$ cat src/hdl/intExec_cfg.svh
/*
 * Sizing macros for the integer execution pipeline.
 * Included by the package and by any RTL module that needs a raw width or count.
 */
`ifndef INTEXEC_CFG_SVH
`define INTEXEC_CFG_SVH

// Datapath and address width
`define INTEXEC_DATA_W     32

// Architectural register file
`define INTEXEC_REG_CNT    16
`define INTEXEC_REG_W      4

`define INTEXEC_SHAMT_W    5

// PC step past a branch or jump
`define INTEXEC_INSN_BYTES 4

`endif

$ cat src/hdl/intExecPkg.sv
/*
 * Shared types of the integer execution pipeline.
 * Op encodings, the immediate word and the payload that travels between stages.
 */
`default_nettype none

`include "intExec_cfg.svh"

package intExecPkg;

    localparam int IMM_W = 16;

    typedef logic [`INTEXEC_DATA_W-1:0] DataPath;
    typedef logic [`INTEXEC_REG_W-1:0]  RegIdx;

    // Unit that handles the op
    typedef enum logic [2:0] {
        OP_ALU,
        OP_SHIFT,
        OP_SELECT,
        OP_BR,
        OP_JALR
    } OpType;

    typedef enum logic [2:0] {
        ALU_ADD,
        ALU_SUB,
        ALU_AND,
        ALU_OR,
        ALU_XOR,
        ALU_SLT,
        ALU_SLTU
    } AluCode;

    typedef enum logic [2:0] {
        COND_EQ,
        COND_NE,
        COND_LT,
        COND_LTU,
        COND_GE,
        COND_GEU,
        COND_AL
    } CondCode;

    typedef enum logic [1:0] {
        SH_SLL,
        SH_SRL,
        SH_SRA
    } ShiftKind;

    // Shift view of the immediate, top bits unused
    typedef struct packed {
        logic [IMM_W-4-`INTEXEC_SHAMT_W:0] spare;
        logic                              immAmount;
        ShiftKind                          kind;
        logic [`INTEXEC_SHAMT_W-1:0]       amount;
    } ShiftImm;

    // Shift ops read the shift view, BR and JALR read the displacement
    typedef union packed {
        ShiftImm                 shift;
        logic signed [IMM_W-1:0] disp;
    } ImmField;

    typedef struct packed {
        OpType   opType;
        AluCode  aluCode;
        CondCode cond;
    } OpCtrl;

    typedef struct packed {
        OpCtrl   ctrl;
        RegIdx   dst;
        logic    dstWrite;
        ImmField imm;
        DataPath pc;
        logic    predTaken;
        DataPath predAddr;
        DataPath opA;
        DataPath opB;
        DataPath result;
        logic    execTaken;
        DataPath nextAddr;
        logic    mispred;
    } StagePayload;

endpackage

`default_nettype wire

$ cat src/hdl/stageIf.sv
/*
 * One pipeline slot between two stages.
 * A slot moves when valid is high and the consumer's stall is low.
 */
`default_nettype none

interface stageIf;
    logic                    valid;
    logic                    stall;
    // Kept beside the payload for forwarding compares
    intExecPkg::RegIdx       dst;
    intExecPkg::StagePayload payload;

    modport producer (output valid, output dst, output payload, input stall);
    modport consumer (input valid, input dst, input payload, output stall);

    // Read-only tap for forwarding checks
    modport view (input valid, input dst, input payload);
endinterface

`default_nettype wire

$ cat src/hdl/regFile.sv
/*
 * Architectural integer registers.
 * Two combinational read ports, one write port; register zero always reads zero.
 */
`default_nettype none

`include "intExec_cfg.svh"

module regFile (
    input  logic                clk,
    input  logic                arstN,
    input  intExecPkg::RegIdx   rdAddrA,
    input  intExecPkg::RegIdx   rdAddrB,
    output intExecPkg::DataPath rdDataA,
    output intExecPkg::DataPath rdDataB,
    input  logic                wrEn,
    input  intExecPkg::RegIdx   wrAddr,
    input  intExecPkg::DataPath wrData
);
    intExecPkg::DataPath regs [`INTEXEC_REG_CNT];

    always_ff @(posedge clk or negedge arstN) begin
        if (!arstN) begin
            for (int i = 0; i < `INTEXEC_REG_CNT; i++) begin
                regs[i] <= '0;
            end
        end else if (wrEn && wrAddr != '0) begin
            regs[wrAddr] <= wrData;
        end
    end

    // Entry zero is cleared at reset and never written
    assign rdDataA = regs[rdAddrA];
    assign rdDataB = regs[rdAddrB];

endmodule

`default_nettype wire

$ cat src/hdl/opIssue.sv
/*
 * Issue stage. Accepts ops over the four-phase opReq/opAck handshake,
 * reads operands with forwarding from execute and retire, and loads the issue slot.
 */
`default_nettype none

module opIssue (
    input  logic                clk,
    input  logic                arstN,
    input  logic                opReq,
    output logic                opAck,
    input  intExecPkg::OpCtrl   opCtrl,
    input  intExecPkg::RegIdx   dst,
    input  intExecPkg::RegIdx   srcA,
    input  intExecPkg::RegIdx   srcB,
    input  logic                dstWrite,
    input  intExecPkg::ImmField imm,
    input  intExecPkg::DataPath pc,
    input  intExecPkg::DataPath predAddr,
    input  logic                predTaken,
    output intExecPkg::RegIdx   rdAddrA,
    output intExecPkg::RegIdx   rdAddrB,
    input  intExecPkg::DataPath rdDataA,
    input  intExecPkg::DataPath rdDataB,
    input  intExecPkg::DataPath exFwd,
    input  intExecPkg::DataPath rtFwd,
    stageIf.producer            outSlot,
    stageIf.view                exSlotView,
    stageIf.view                rtSlotView
);
    logic                    slotFree;
    logic                    capture;
    intExecPkg::DataPath     opA;
    intExecPkg::DataPath     opB;
    intExecPkg::StagePayload issued;

    function automatic logic slotHit(
        input logic              valid,
        input logic              wr,
        input intExecPkg::RegIdx slotDst,
        input intExecPkg::RegIdx src
    );
        return valid && wr && slotDst == src && src != '0;
    endfunction

    assign rdAddrA = srcA;
    assign rdAddrB = srcB;

    // Youngest producer wins
    always_comb begin
        if (slotHit(exSlotView.valid, exSlotView.payload.dstWrite, exSlotView.dst, srcA)) begin
            opA = exFwd;
        end else if (slotHit(rtSlotView.valid, rtSlotView.payload.dstWrite,
                             rtSlotView.dst, srcA)) begin
            opA = rtFwd;
        end else begin
            opA = rdDataA;
        end
        if (slotHit(exSlotView.valid, exSlotView.payload.dstWrite, exSlotView.dst, srcB)) begin
            opB = exFwd;
        end else if (slotHit(rtSlotView.valid, rtSlotView.payload.dstWrite,
                             rtSlotView.dst, srcB)) begin
            opB = rtFwd;
        end else begin
            opB = rdDataB;
        end
    end

    always_comb begin
        issued           = '0;
        issued.ctrl      = opCtrl;
        issued.dst       = dst;
        issued.dstWrite  = dstWrite;
        issued.imm       = imm;
        issued.pc        = pc;
        issued.predTaken = predTaken;
        issued.predAddr  = predAddr;
        issued.opA       = opA;
        issued.opB       = opB;
    end

    // Accept only when the slot is empty or leaving this cycle
    assign slotFree = !outSlot.valid || !outSlot.stall;
    assign capture  = opReq && !opAck && slotFree;

    always_ff @(posedge clk or negedge arstN) begin
        if (!arstN) begin
            opAck         <= 1'b0;
            outSlot.valid <= 1'b0;
        end else begin
            if (capture) begin
                opAck <= 1'b1;
            end else if (!opReq) begin
                opAck <= 1'b0;
            end
            if (capture) begin
                outSlot.valid <= 1'b1;
            end else if (!outSlot.stall) begin
                outSlot.valid <= 1'b0;
            end
        end
    end

    always_ff @(posedge clk) begin
        if (capture) begin
            outSlot.dst     <= dst;
            outSlot.payload <= issued;
        end
    end

    // Source holds the request and the op fields until the acknowledge
    reqHeld: assert property (@(posedge clk) disable iff (!arstN)
        opReq && !opAck |=> opAck
            || (opReq && $stable({opCtrl, dst, srcA, srcB, dstWrite, imm, pc, predAddr,
                                  predTaken})))
        else $error("opReq dropped or op fields changed before opAck");

endmodule

`default_nettype wire

$ cat src/hdl/intExecStage.sv
/*
 * Execute stage. ALU, shifter, select, branch and JALR resolution on the issue slot,
 * registered into the slot toward retire. exFwd exposes the result for forwarding.
 */
`default_nettype none

`include "intExec_cfg.svh"

module intExecStage (
    input  logic                clk,
    input  logic                arstN,
    stageIf.consumer            inSlot,
    stageIf.producer            outSlot,
    output intExecPkg::DataPath exFwd
);
    intExecPkg::StagePayload     pl;
    intExecPkg::StagePayload     exOut;
    logic                        condTrue;
    intExecPkg::DataPath         aluOut;
    logic [`INTEXEC_SHAMT_W-1:0] shAmt;
    intExecPkg::DataPath         shOut;
    intExecPkg::DataPath         disp;
    intExecPkg::DataPath         linkAddr;
    intExecPkg::DataPath         jalrTarget;
    logic                        isBranch;
    logic                        advance;

    function automatic logic condHolds(
        input intExecPkg::CondCode cond,
        input intExecPkg::DataPath a,
        input intExecPkg::DataPath b
    );
        logic holds;
        case (cond)
            intExecPkg::COND_EQ:  holds = (a == b);
            intExecPkg::COND_NE:  holds = (a != b);
            intExecPkg::COND_LT:  holds = ($signed(a) < $signed(b));
            intExecPkg::COND_LTU: holds = (a < b);
            intExecPkg::COND_GE:  holds = ($signed(a) >= $signed(b));
            intExecPkg::COND_GEU: holds = (a >= b);
            default:              holds = 1'b1;
        endcase
        return holds;
    endfunction

    always_comb begin
        pl       = inSlot.payload;
        condTrue = condHolds(pl.ctrl.cond, pl.opA, pl.opB);

        case (pl.ctrl.aluCode)
            intExecPkg::ALU_SUB:  aluOut = pl.opA - pl.opB;
            intExecPkg::ALU_AND:  aluOut = pl.opA & pl.opB;
            intExecPkg::ALU_OR:   aluOut = pl.opA | pl.opB;
            intExecPkg::ALU_XOR:  aluOut = pl.opA ^ pl.opB;
            intExecPkg::ALU_SLT:  aluOut = intExecPkg::DataPath'($signed(pl.opA) < $signed(pl.opB));
            intExecPkg::ALU_SLTU: aluOut = intExecPkg::DataPath'(pl.opA < pl.opB);
            default:              aluOut = pl.opA + pl.opB;
        endcase

        // Amount from the immediate view or from operand B
        shAmt = pl.imm.shift.immAmount ? pl.imm.shift.amount : pl.opB[`INTEXEC_SHAMT_W-1:0];
        case (pl.imm.shift.kind)
            intExecPkg::SH_SLL: shOut = pl.opA << shAmt;
            intExecPkg::SH_SRL: shOut = pl.opA >> shAmt;
            intExecPkg::SH_SRA: shOut = $signed(pl.opA) >>> shAmt;
            default:            shOut = pl.opA;
        endcase

        disp = {{(`INTEXEC_DATA_W-intExecPkg::IMM_W){pl.imm.disp[intExecPkg::IMM_W-1]}},
                pl.imm.disp};
        linkAddr   = pl.pc + `INTEXEC_DATA_W'(`INTEXEC_INSN_BYTES);
        jalrTarget = pl.opA + disp;
        jalrTarget[0] = 1'b0;
        isBranch   = pl.ctrl.opType inside {intExecPkg::OP_BR, intExecPkg::OP_JALR};

        exOut = pl;
        exOut.execTaken = (pl.ctrl.opType == intExecPkg::OP_JALR)
                       || (pl.ctrl.opType == intExecPkg::OP_BR && condTrue);
        if (pl.ctrl.opType == intExecPkg::OP_JALR) begin
            exOut.nextAddr = jalrTarget;
        end else if (exOut.execTaken) begin
            exOut.nextAddr = pl.pc + disp;
        end else begin
            exOut.nextAddr = linkAddr;
        end

        // Wrong direction, or taken to the wrong place
        exOut.mispred = isBranch && ((pl.predTaken != exOut.execTaken)
                     || (exOut.execTaken && pl.predAddr != exOut.nextAddr));

        case (pl.ctrl.opType)
            intExecPkg::OP_SHIFT:  exOut.result = shOut;
            intExecPkg::OP_SELECT: exOut.result = condTrue ? pl.opA : pl.opB;
            intExecPkg::OP_BR,
            intExecPkg::OP_JALR:   exOut.result = linkAddr;
            default:               exOut.result = aluOut;
        endcase
    end

    assign exFwd = exOut.result;

    // Hold while retire is still busy with an earlier result
    assign advance      = !outSlot.valid || !outSlot.stall;
    assign inSlot.stall = !advance;

    always_ff @(posedge clk or negedge arstN) begin
        if (!arstN) begin
            outSlot.valid <= 1'b0;
        end else if (advance) begin
            outSlot.valid <= inSlot.valid;
        end
    end

    always_ff @(posedge clk) begin
        if (advance && inSlot.valid) begin
            outSlot.dst     <= inSlot.dst;
            outSlot.payload <= exOut;
        end
    end

    // Shift ops carry one of the three defined kinds
    shiftKindLegal: assert property (@(posedge clk) disable iff (!arstN)
        inSlot.valid && inSlot.payload.ctrl.opType == intExecPkg::OP_SHIFT
        |-> inSlot.payload.imm.shift.kind != 2'b11)
        else $error("shift op with an undefined shift kind");

endmodule

`default_nettype wire

$ cat src/hdl/resultRetire.sv
/*
 * Retire stage. Writes the register file when a result enters,
 * then presents it over the four-phase resReq/resAck handshake.
 */
`default_nettype none

module resultRetire (
    input  logic                clk,
    input  logic                arstN,
    stageIf.consumer            inSlot,
    output intExecPkg::DataPath rtFwd,
    output logic                wrEn,
    output intExecPkg::RegIdx   wrAddr,
    output intExecPkg::DataPath wrData,
    output logic                resReq,
    input  logic                resAck,
    output intExecPkg::DataPath resData,
    output intExecPkg::RegIdx   resDst,
    output logic                resWrite,
    output logic                brValid,
    output logic                brTaken,
    output intExecPkg::DataPath brNextAddr,
    output logic                brMispred
);
    logic                    busy;
    logic                    entry;
    intExecPkg::StagePayload held;

    // Busy until the sink has dropped its acknowledge
    assign busy         = resReq || resAck;
    assign entry        = inSlot.valid && !busy;
    assign inSlot.stall = busy;

    // Result waiting to enter, still missing from the register file
    assign rtFwd = inSlot.payload.result;

    // Write happens on the entry edge
    assign wrEn   = entry && inSlot.payload.dstWrite;
    assign wrAddr = inSlot.dst;
    assign wrData = inSlot.payload.result;

    always_ff @(posedge clk or negedge arstN) begin
        if (!arstN) begin
            resReq <= 1'b0;
        end else if (entry) begin
            resReq <= 1'b1;
        end else if (resAck) begin
            resReq <= 1'b0;
        end
    end

    always_ff @(posedge clk) begin
        if (entry) begin
            held <= inSlot.payload;
        end
    end

    assign resData    = held.result;
    assign resDst     = held.dst;
    assign resWrite   = held.dstWrite;
    assign brValid    = held.ctrl.opType inside {intExecPkg::OP_BR, intExecPkg::OP_JALR};
    assign brTaken    = held.execTaken;
    assign brNextAddr = held.nextAddr;
    assign brMispred  = held.mispred;

    // Sink acknowledges only a pending request
    ackOnReq: assert property (@(posedge clk) disable iff (!arstN)
        $rose(resAck) |-> resReq)
        else $error("resAck rose while resReq was low");

endmodule

`default_nettype wire

$ cat src/hdl/intExecTop.sv
/*
 * Top of the integer execution pipeline.
 * Plain handshake ports; connects issue, execute, retire and the register file.
 */
`default_nettype none

module intExecTop (
    input  logic                clk,
    input  logic                arstN,
    input  logic                opReq,
    output logic                opAck,
    input  intExecPkg::OpCtrl   opCtrl,
    input  intExecPkg::RegIdx   dst,
    input  intExecPkg::RegIdx   srcA,
    input  intExecPkg::RegIdx   srcB,
    input  logic                dstWrite,
    input  intExecPkg::ImmField imm,
    input  intExecPkg::DataPath pc,
    input  intExecPkg::DataPath predAddr,
    input  logic                predTaken,
    output logic                resReq,
    input  logic                resAck,
    output intExecPkg::DataPath resData,
    output intExecPkg::RegIdx   resDst,
    output logic                resWrite,
    output logic                brValid,
    output logic                brTaken,
    output intExecPkg::DataPath brNextAddr,
    output logic                brMispred
);
    intExecPkg::RegIdx   rdAddrA;
    intExecPkg::RegIdx   rdAddrB;
    intExecPkg::DataPath rdDataA;
    intExecPkg::DataPath rdDataB;
    intExecPkg::DataPath exFwd;
    intExecPkg::DataPath rtFwd;
    logic                wrEn;
    intExecPkg::RegIdx   wrAddr;
    intExecPkg::DataPath wrData;

    stageIf issueToExec ();
    stageIf execToRetire ();

    regFile u_regFile (
        .clk(clk), .arstN(arstN),
        .rdAddrA(rdAddrA), .rdAddrB(rdAddrB), .rdDataA(rdDataA), .rdDataB(rdDataB),
        .wrEn(wrEn), .wrAddr(wrAddr), .wrData(wrData)
    );

    opIssue u_opIssue (
        .clk(clk), .arstN(arstN), .opReq(opReq), .opAck(opAck),
        .opCtrl(opCtrl), .dst(dst), .srcA(srcA), .srcB(srcB), .dstWrite(dstWrite),
        .imm(imm), .pc(pc), .predAddr(predAddr), .predTaken(predTaken),
        .rdAddrA(rdAddrA), .rdAddrB(rdAddrB), .rdDataA(rdDataA), .rdDataB(rdDataB),
        .exFwd(exFwd), .rtFwd(rtFwd),
        .outSlot(issueToExec.producer),
        .exSlotView(issueToExec.view),
        .rtSlotView(execToRetire.view)
    );

    intExecStage u_intExecStage (
        .clk(clk), .arstN(arstN),
        .inSlot(issueToExec.consumer),
        .outSlot(execToRetire.producer),
        .exFwd(exFwd)
    );

    resultRetire u_resultRetire (
        .clk(clk), .arstN(arstN),
        .inSlot(execToRetire.consumer),
        .rtFwd(rtFwd), .wrEn(wrEn), .wrAddr(wrAddr), .wrData(wrData),
        .resReq(resReq), .resAck(resAck),
        .resData(resData), .resDst(resDst), .resWrite(resWrite),
        .brValid(brValid), .brTaken(brTaken), .brNextAddr(brNextAddr), .brMispred(brMispred)
    );

endmodule

`default_nettype wire

$ cat config.mk
export PLATFORM = sky130hd
export DESIGN_NAME = intExecTop
export DESIGN_NICKNAME = d
export VERILOG_FILES = /design/src/hdl/intExecPkg.sv /design/src/hdl/stageIf.sv /design/src/hdl/regFile.sv /design/src/hdl/opIssue.sv /design/src/hdl/intExecStage.sv /design/src/hdl/resultRetire.sv /design/src/hdl/intExecTop.sv
export VERILOG_INCLUDE_DIRS = /design/src /design/src/hdl
export SDC_FILE = /design/constraint.sdc
export NUM_CORES = 2
export LEC_CHECK = 0
export ABC_AREA = 1
export BUFFER_PORTS_ARGS = -buffer_cell sky130_fd_sc_hd__buf_4
export CAP_MARGIN = 30
export CORE_MARGIN = 8
export CORE_UTILIZATION = 50
export CTS_BUF_LIST = sky130_fd_sc_hd__clkbuf_8
export DETAILED_ROUTE_END_ITERATION = 8
export HOLD_SLACK_MARGIN = 0.12
export PLACE_DENSITY_LB_ADDON = 0.1
export SLEW_MARGIN = 10
export SYNTH_ARGS = -nofsm -noshare
export SYNTH_HDL_FRONTEND = slang
export SYNTH_SLANG_ARGS = --single-unit
$ cat constraint.sdc
create_clock -name clk -period 6.3 [get_ports clk]
set_input_delay 1.26 -clock clk [delete_from_list [all_inputs] [get_ports clk]]
set_output_delay 1.26 -clock clk [all_outputs]
set_load 0.03 [all_outputs]
==> impl_summary.txt <==
----------------------------------------------------
[Pwr]
  Leakage power total ... 25.3 nW
  Cell internal power dissipation ... 0.0140 W
  Switching fraction of total power ... 46.4%
  Net switching power figure ... 0.0121 W
  Fraction of power consumed by combinational cells ... 43.6%
  PwrDens ... 450 nW/µm²
  Peak supply drop ... 0.000279 V
  Sequential Power Share ... 36.6%
  Clock Power Share ... 19.8%

[Clock tree]
  Number of sinks handled by clock tree synthesis ... 823
  Cts-stage hold buffer count ... 0
  Clock latency at the later pin of the worst-skew pair ... 0.88 ns
  Clock slew at reported path FFs ... 0.06 ns
  Post-CTS setup buffer count ... 0
  Inserted Clock Buffers ... 145
  CTS Root Cell ... sky130_fd_sc_hd__clkbuf_8
  Deepest level of the CTS H-tree ... 4
  Bufs on Longest Clock Path ... 3
  TritonCTS clock tree ... built
  Post-cts gate resize count ... 0

[Global route]
  Pin count of the biggest net entering global routing ... 139
  Vias in the first global route ... 49100
  Overall track demand over capacity in global routing ... 36.8%
  Wire length of the first global-routing pass ... 326000 µm
  Antenna violations before repair ... 11
  Total congestion overflow after global routing ... 0

[Final layout]
  Synthesis-to-layout area growth ... 8.75%
  Share of layout cells above drive strength 1 ... 8.46%
  Nets ... 7287
  Area of all placed cells without fillers ... 58100 µm²

[Placement]
  RD Place Congestion ... 1.07
  Post-DP Area ... 55100 µm²
  Estimated wirelength of the detail-placed design ... 156000 µm
  IO buf count ... 180

[Synth]
  Synthesized cell area ... 53400 µm²
  Number of warnings reported in the yosys synthesis log ... 0
  Post-synth cell types ... 66
  Ys flop type ... sky130_fd_sc_hd__dfrtp_1
  EDFF count, synth ... 307
  Avg Cell Area, Syn ... 7.46 µm²
  Share of synthesized registers carrying an async set or reset ... 62.7%
  Main area contributors after synthesis ... sky130_fd_sc_hd__dfrtp_1 24%, sky130_fd_sc_hd__edfxtp_1 17%, sky130_fd_sc_hd__o21ai_0 14%, sky130_fd_sc_hd__nand2_1 10%, sky130_fd_sc_hd__a21oi_1 4.7%
  Post-synthesis register bit count ... 823
  Seq/Total Area, Yosys ... 41.4%
  Net Count, Synth ... 7431
  Portion of synthesized cell area occupied by the leading cell type ... 24.2%
  Post-synth top area cell ... sky130_fd_sc_hd__dfrtp_1
  Syn Inst Count ... 7162

[Detailed routing]
  Vias ... 53000
  Final routed wirelength across all metal layers ... 222000 µm
  DRC marker count from the first detailed-route iteration ... 7225
  DR WL/cell ... 26.0 µm
  Remaining antenna violation count after routing ... 0
  DRC violations left ... 0
  Post-detailed-route via-to-cell ratio ... 6.20
  Count of TritonRoute iterations in the first routing pass ... 7

[Floorplan]
  Die area ... 118000 µm²
  Num rows ... 120
  I/O Pins ... 181
  Starting density of the core ... 50.2%
  Standard cell core area ... 106000 µm²
  Overall die width ... 343 µm
  Vertical die dimension ... 343 µm

[Critical path]
  Largest fanout of any net on the critical path ... 29
  Arrival @ worst endpoint ... 5.60 ns
  Critical Path Sink Type ... flip-flop
  Type of the worst setup path ... flip-flop to flip-flop
  Required time at the worst-slack endpoint ... 6.88 ns
  Kind of start point of the critical path ... flip-flop

[Timing]
  Fmax ... 0.199 GHz
  Clock tree skew after final layout ... 0.0553 ns
  Time the final worst path needs with I/O delays and setup ... 5.02 ns
  Crit share post-route ... 79.7%
  Final count of negative-setup-slack endpoints ... 0
  Setup repair after global routing missed its margin ... no
  Worst-case headroom to the max-slew limit ... 29.2%
  Final number of hold-violating endpoints ... 0
  Pin slew with the least headroom to its limit ... 1.05 ns
  Count of final max-slew check failures ... 0
  Setup TNS ... 0 ns

[Run]
  # Max-Cap Violations ... 0

[Hold path]
  Class of the worst hold path ... input pin to async pin

[Outcome]
  Result of the run ... finished, final reports clean

----------------------------------------------------
[cell usage after synthesis (25+ instances only)]
master,instances
sky130_fd_sc_hd__buf_2,35
sky130_fd_sc_hd__nor2_1,447
sky130_fd_sc_hd__buf_4,81
sky130_fd_sc_hd__dfrtp_1,516
sky130_fd_sc_hd__clkbuf_1,425
sky130_fd_sc_hd__buf_1,32
sky130_fd_sc_hd__ha_1,158
sky130_fd_sc_hd__nand4_1,104
sky130_fd_sc_hd__inv_1,608
sky130_fd_sc_hd__o22ai_1,47
sky130_fd_sc_hd__nand3_1,278
sky130_fd_sc_hd__a21oi_1,506
sky130_fd_sc_hd__o221ai_1,25
sky130_fd_sc_hd__xnor2_1,32
sky130_fd_sc_hd__nor3_1,41
sky130_fd_sc_hd__o21ai_0,1475
sky130_fd_sc_hd__edfxtp_1,307
sky130_fd_sc_hd__o21ai_1,27
sky130_fd_sc_hd__xor2_1,55
sky130_fd_sc_hd__o2111ai_1,27
sky130_fd_sc_hd__o211ai_1,191
sky130_fd_sc_hd__nand2_1,1483
[per-stage QoR]
step | hold slack [ns] | setup WS [ns] | cells | utilization (%) | power [W]
2_1_floorplan | 0.400 | 1.03 | 7162 | - | 0.0166
3_3_place_gp | 0.365 | 1.52 | 8271 | 51.7 | 0.0205
3_5_place_dp | 0.367 | 1.46 | 8271 | 51.7 | 0.0206
4_1_cts | 0.346 | 1.46 | 8536 | 54.5 | 0.0258
5_1_grt | 0.371 | 1.05 | 8540 | 54.6 | 0.0277
6_report | 0.354 | 1.28 | 8543 | 54.6 | 0.0261
[cell usage in the layout (no fill, tap or decap), types with 6 or more instances in the layout]
cell type                   netlist  final
sky130_fd_sc_hd__a31oi_1         12     12
sky130_fd_sc_hd__o22ai_1         47     47
sky130_fd_sc_hd__a32o_1           9      9
sky130_fd_sc_hd__dfrtp_1        516    516
sky130_fd_sc_hd__nor3_2           1      7
sky130_fd_sc_hd__clkinv_2         1      9
sky130_fd_sc_hd__or2_2           20     20
sky130_fd_sc_hd__buf_4           81    272
sky130_fd_sc_hd__clkinv_1         1     22
sky130_fd_sc_hd__nand2_2          7     23
sky130_fd_sc_hd__o21bai_1        16     16
sky130_fd_sc_hd__inv_2           22     23
sky130_fd_sc_hd__inv_1          608    648
sky130_fd_sc_hd__o21a_1          16     16
sky130_fd_sc_hd__edfxtp_1       307    307
sky130_fd_sc_hd__o2111ai_1       27     27
sky130_fd_sc_hd__nand4_1        104    104
sky130_fd_sc_hd__nor2_1         447    441
sky130_fd_sc_hd__ha_1           158    158
sky130_fd_sc_hd__nand3_1        278    275
sky130_fd_sc_hd__o21ai_0       1475   1474
sky130_fd_sc_hd__a21o_1          11     11
sky130_fd_sc_hd__o21ai_1         27     26
sky130_fd_sc_hd__a21boi_0        12     12
sky130_fd_sc_hd__o221ai_1        25     25
sky130_fd_sc_hd__xnor2_1         32     32
sky130_fd_sc_hd__nand3_2          3      6
sky130_fd_sc_hd__a21oi_1        506    506
sky130_fd_sc_hd__a221oi_1        17     17
sky130_fd_sc_hd__clkbuf_8         0    171
sky130_fd_sc_hd__nor4_1          10      9
sky130_fd_sc_hd__nand2_1       1483   1467
sky130_fd_sc_hd__nor2_2          10     11
sky130_fd_sc_hd__xor2_1          55     55
sky130_fd_sc_hd__mux2i_1         18     18
sky130_fd_sc_hd__buf_12           0      9
sky130_fd_sc_hd__o211ai_1       191    191
sky130_fd_sc_hd__nor3_1          41     35
sky130_fd_sc_hd__nand3b_1        16     16
[critical path: stages, from the launching register on]
cell and delay (ns):
sky130_fd_sc_hd__edfxtp_1 0.63, sky130_fd_sc_hd__inv_1 0.22, sky130_fd_sc_hd__ha_1 0.35, sky130_fd_sc_hd__inv_1 0.16
sky130_fd_sc_hd__a21o_1 0.21, sky130_fd_sc_hd__a21oi_1 0.13, sky130_fd_sc_hd__nand2_1 0.08, sky130_fd_sc_hd__a21oi_2 0.37
sky130_fd_sc_hd__nand2_1 0.17, sky130_fd_sc_hd__nand2_2 0.10, sky130_fd_sc_hd__nand3_1 0.08, sky130_fd_sc_hd__nand2_1 0.12
sky130_fd_sc_hd__nand3_2 0.59, sky130_fd_sc_hd__buf_4 0.49, sky130_fd_sc_hd__o21ai_0 0.39, sky130_fd_sc_hd__o2111ai_1 0.33
sky130_fd_sc_hd__nand3_1 0.17, sky130_fd_sc_hd__o21ai_0 0.11
[cell type report]
cell class / count / area [µm²]
diodes: 4 / 10.0
clock buffers: 169 / 2330
clock inverters: 96 / 639
fillers: 10400 / 48400
inverters: 632 / 2390
multi-input cells: 5127 / 26500
flip-flops and latches: 823 / 22100
well taps: 1403 / 1760
repair buffers: 289 / 2340
[power groups by stage]
stage / clock (W) / sequential [W] / combinational [W]
after floorplan: 0 / 0.00899 / 0.00761
after detailed placement: 0 / 0.00957 / 0.0110
final: 0.00518 / 0.00957 / 0.0114
after CTS: 0.00524 / 0.00950 / 0.0110
after global placement: 0 / 0.00952 / 0.0110
after global routing: 0.00547 / 0.00977 / 0.0125
[logic make-up (layout without fill, tap and decap cells)]
logic type	after synthesis	count (layout)	share of synthesized area, %
and+or+nand+nor	2434	2434	18.9
AOI/OAI and AO/OA	2426	2426	24.8
buffers and inverters	1212	1186	9.26
DFF	823	823	41.4
adders and majority gates	162	162	3.85
xor gates and xnor gates	87	87	1.43
muxes	18	18	0.337
other	0	4	0
[path summary, 6_finish.rpt]
path	from	end	slack, ns	cells after the start
worst max-delay path	u_opIssue.outSlot.payload[129]$_DFFE_PP_	u_opIssue.outSlot.payload[123]$_DFFE_PP_	1.28	17
worst min-delay path	arstN	u_regFile.regs[100]$_DFFE_PN0P_	0.35	1
worst max register to register	u_opIssue.outSlot.payload[129]$_DFFE_PP_	u_opIssue.outSlot.payload[123]$_DFFE_PP_	1.28	17
worst min register to register	u_regFile.regs[483]$_DFFE_PN0P_	u_regFile.regs[483]$_DFFE_PN0P_	0.38	0
max in group asynchronous	arstN	u_regFile.regs[304]$_DFFE_PN0P_	4.63	2
min in group clk	u_regFile.regs[483]$_DFFE_PN0P_	u_regFile.regs[483]$_DFFE_PN0P_	0.38	0
[state kept, by name (all words and copies together), names as in the netlist]
signal	count
u_resultRetire.brNextAddr	32
u_resultRetire.brMispred	1
u_resultRetire.resWrite	1
u_resultRetire.resData	32
u_intExecStage.outSlot.payload	70
u_resultRetire.resReq	1
u_opIssue.opAck	1
u_intExecStage.outSlot.dst	4
u_resultRetire.resDst	4
u_resultRetire.brTaken	1
u_opIssue.outSlot.dst	4
u_opIssue.outSlot.valid	1
u_regFile.regs	512
u_intExecStage.outSlot.valid	1
u_resultRetire.held	3
u_opIssue.outSlot.payload	155
[layer usage]
layer	vias up	wire length, µm	global-route usage [%]
met5	-	27	0
met4	4	11800	17.5
met3	601	24200	8.62
met2	3149	95000	54.9
met1	25100	91100	50.3
li1	24100	-	-
Note: power is estimated with default switching activity, not from simulation.
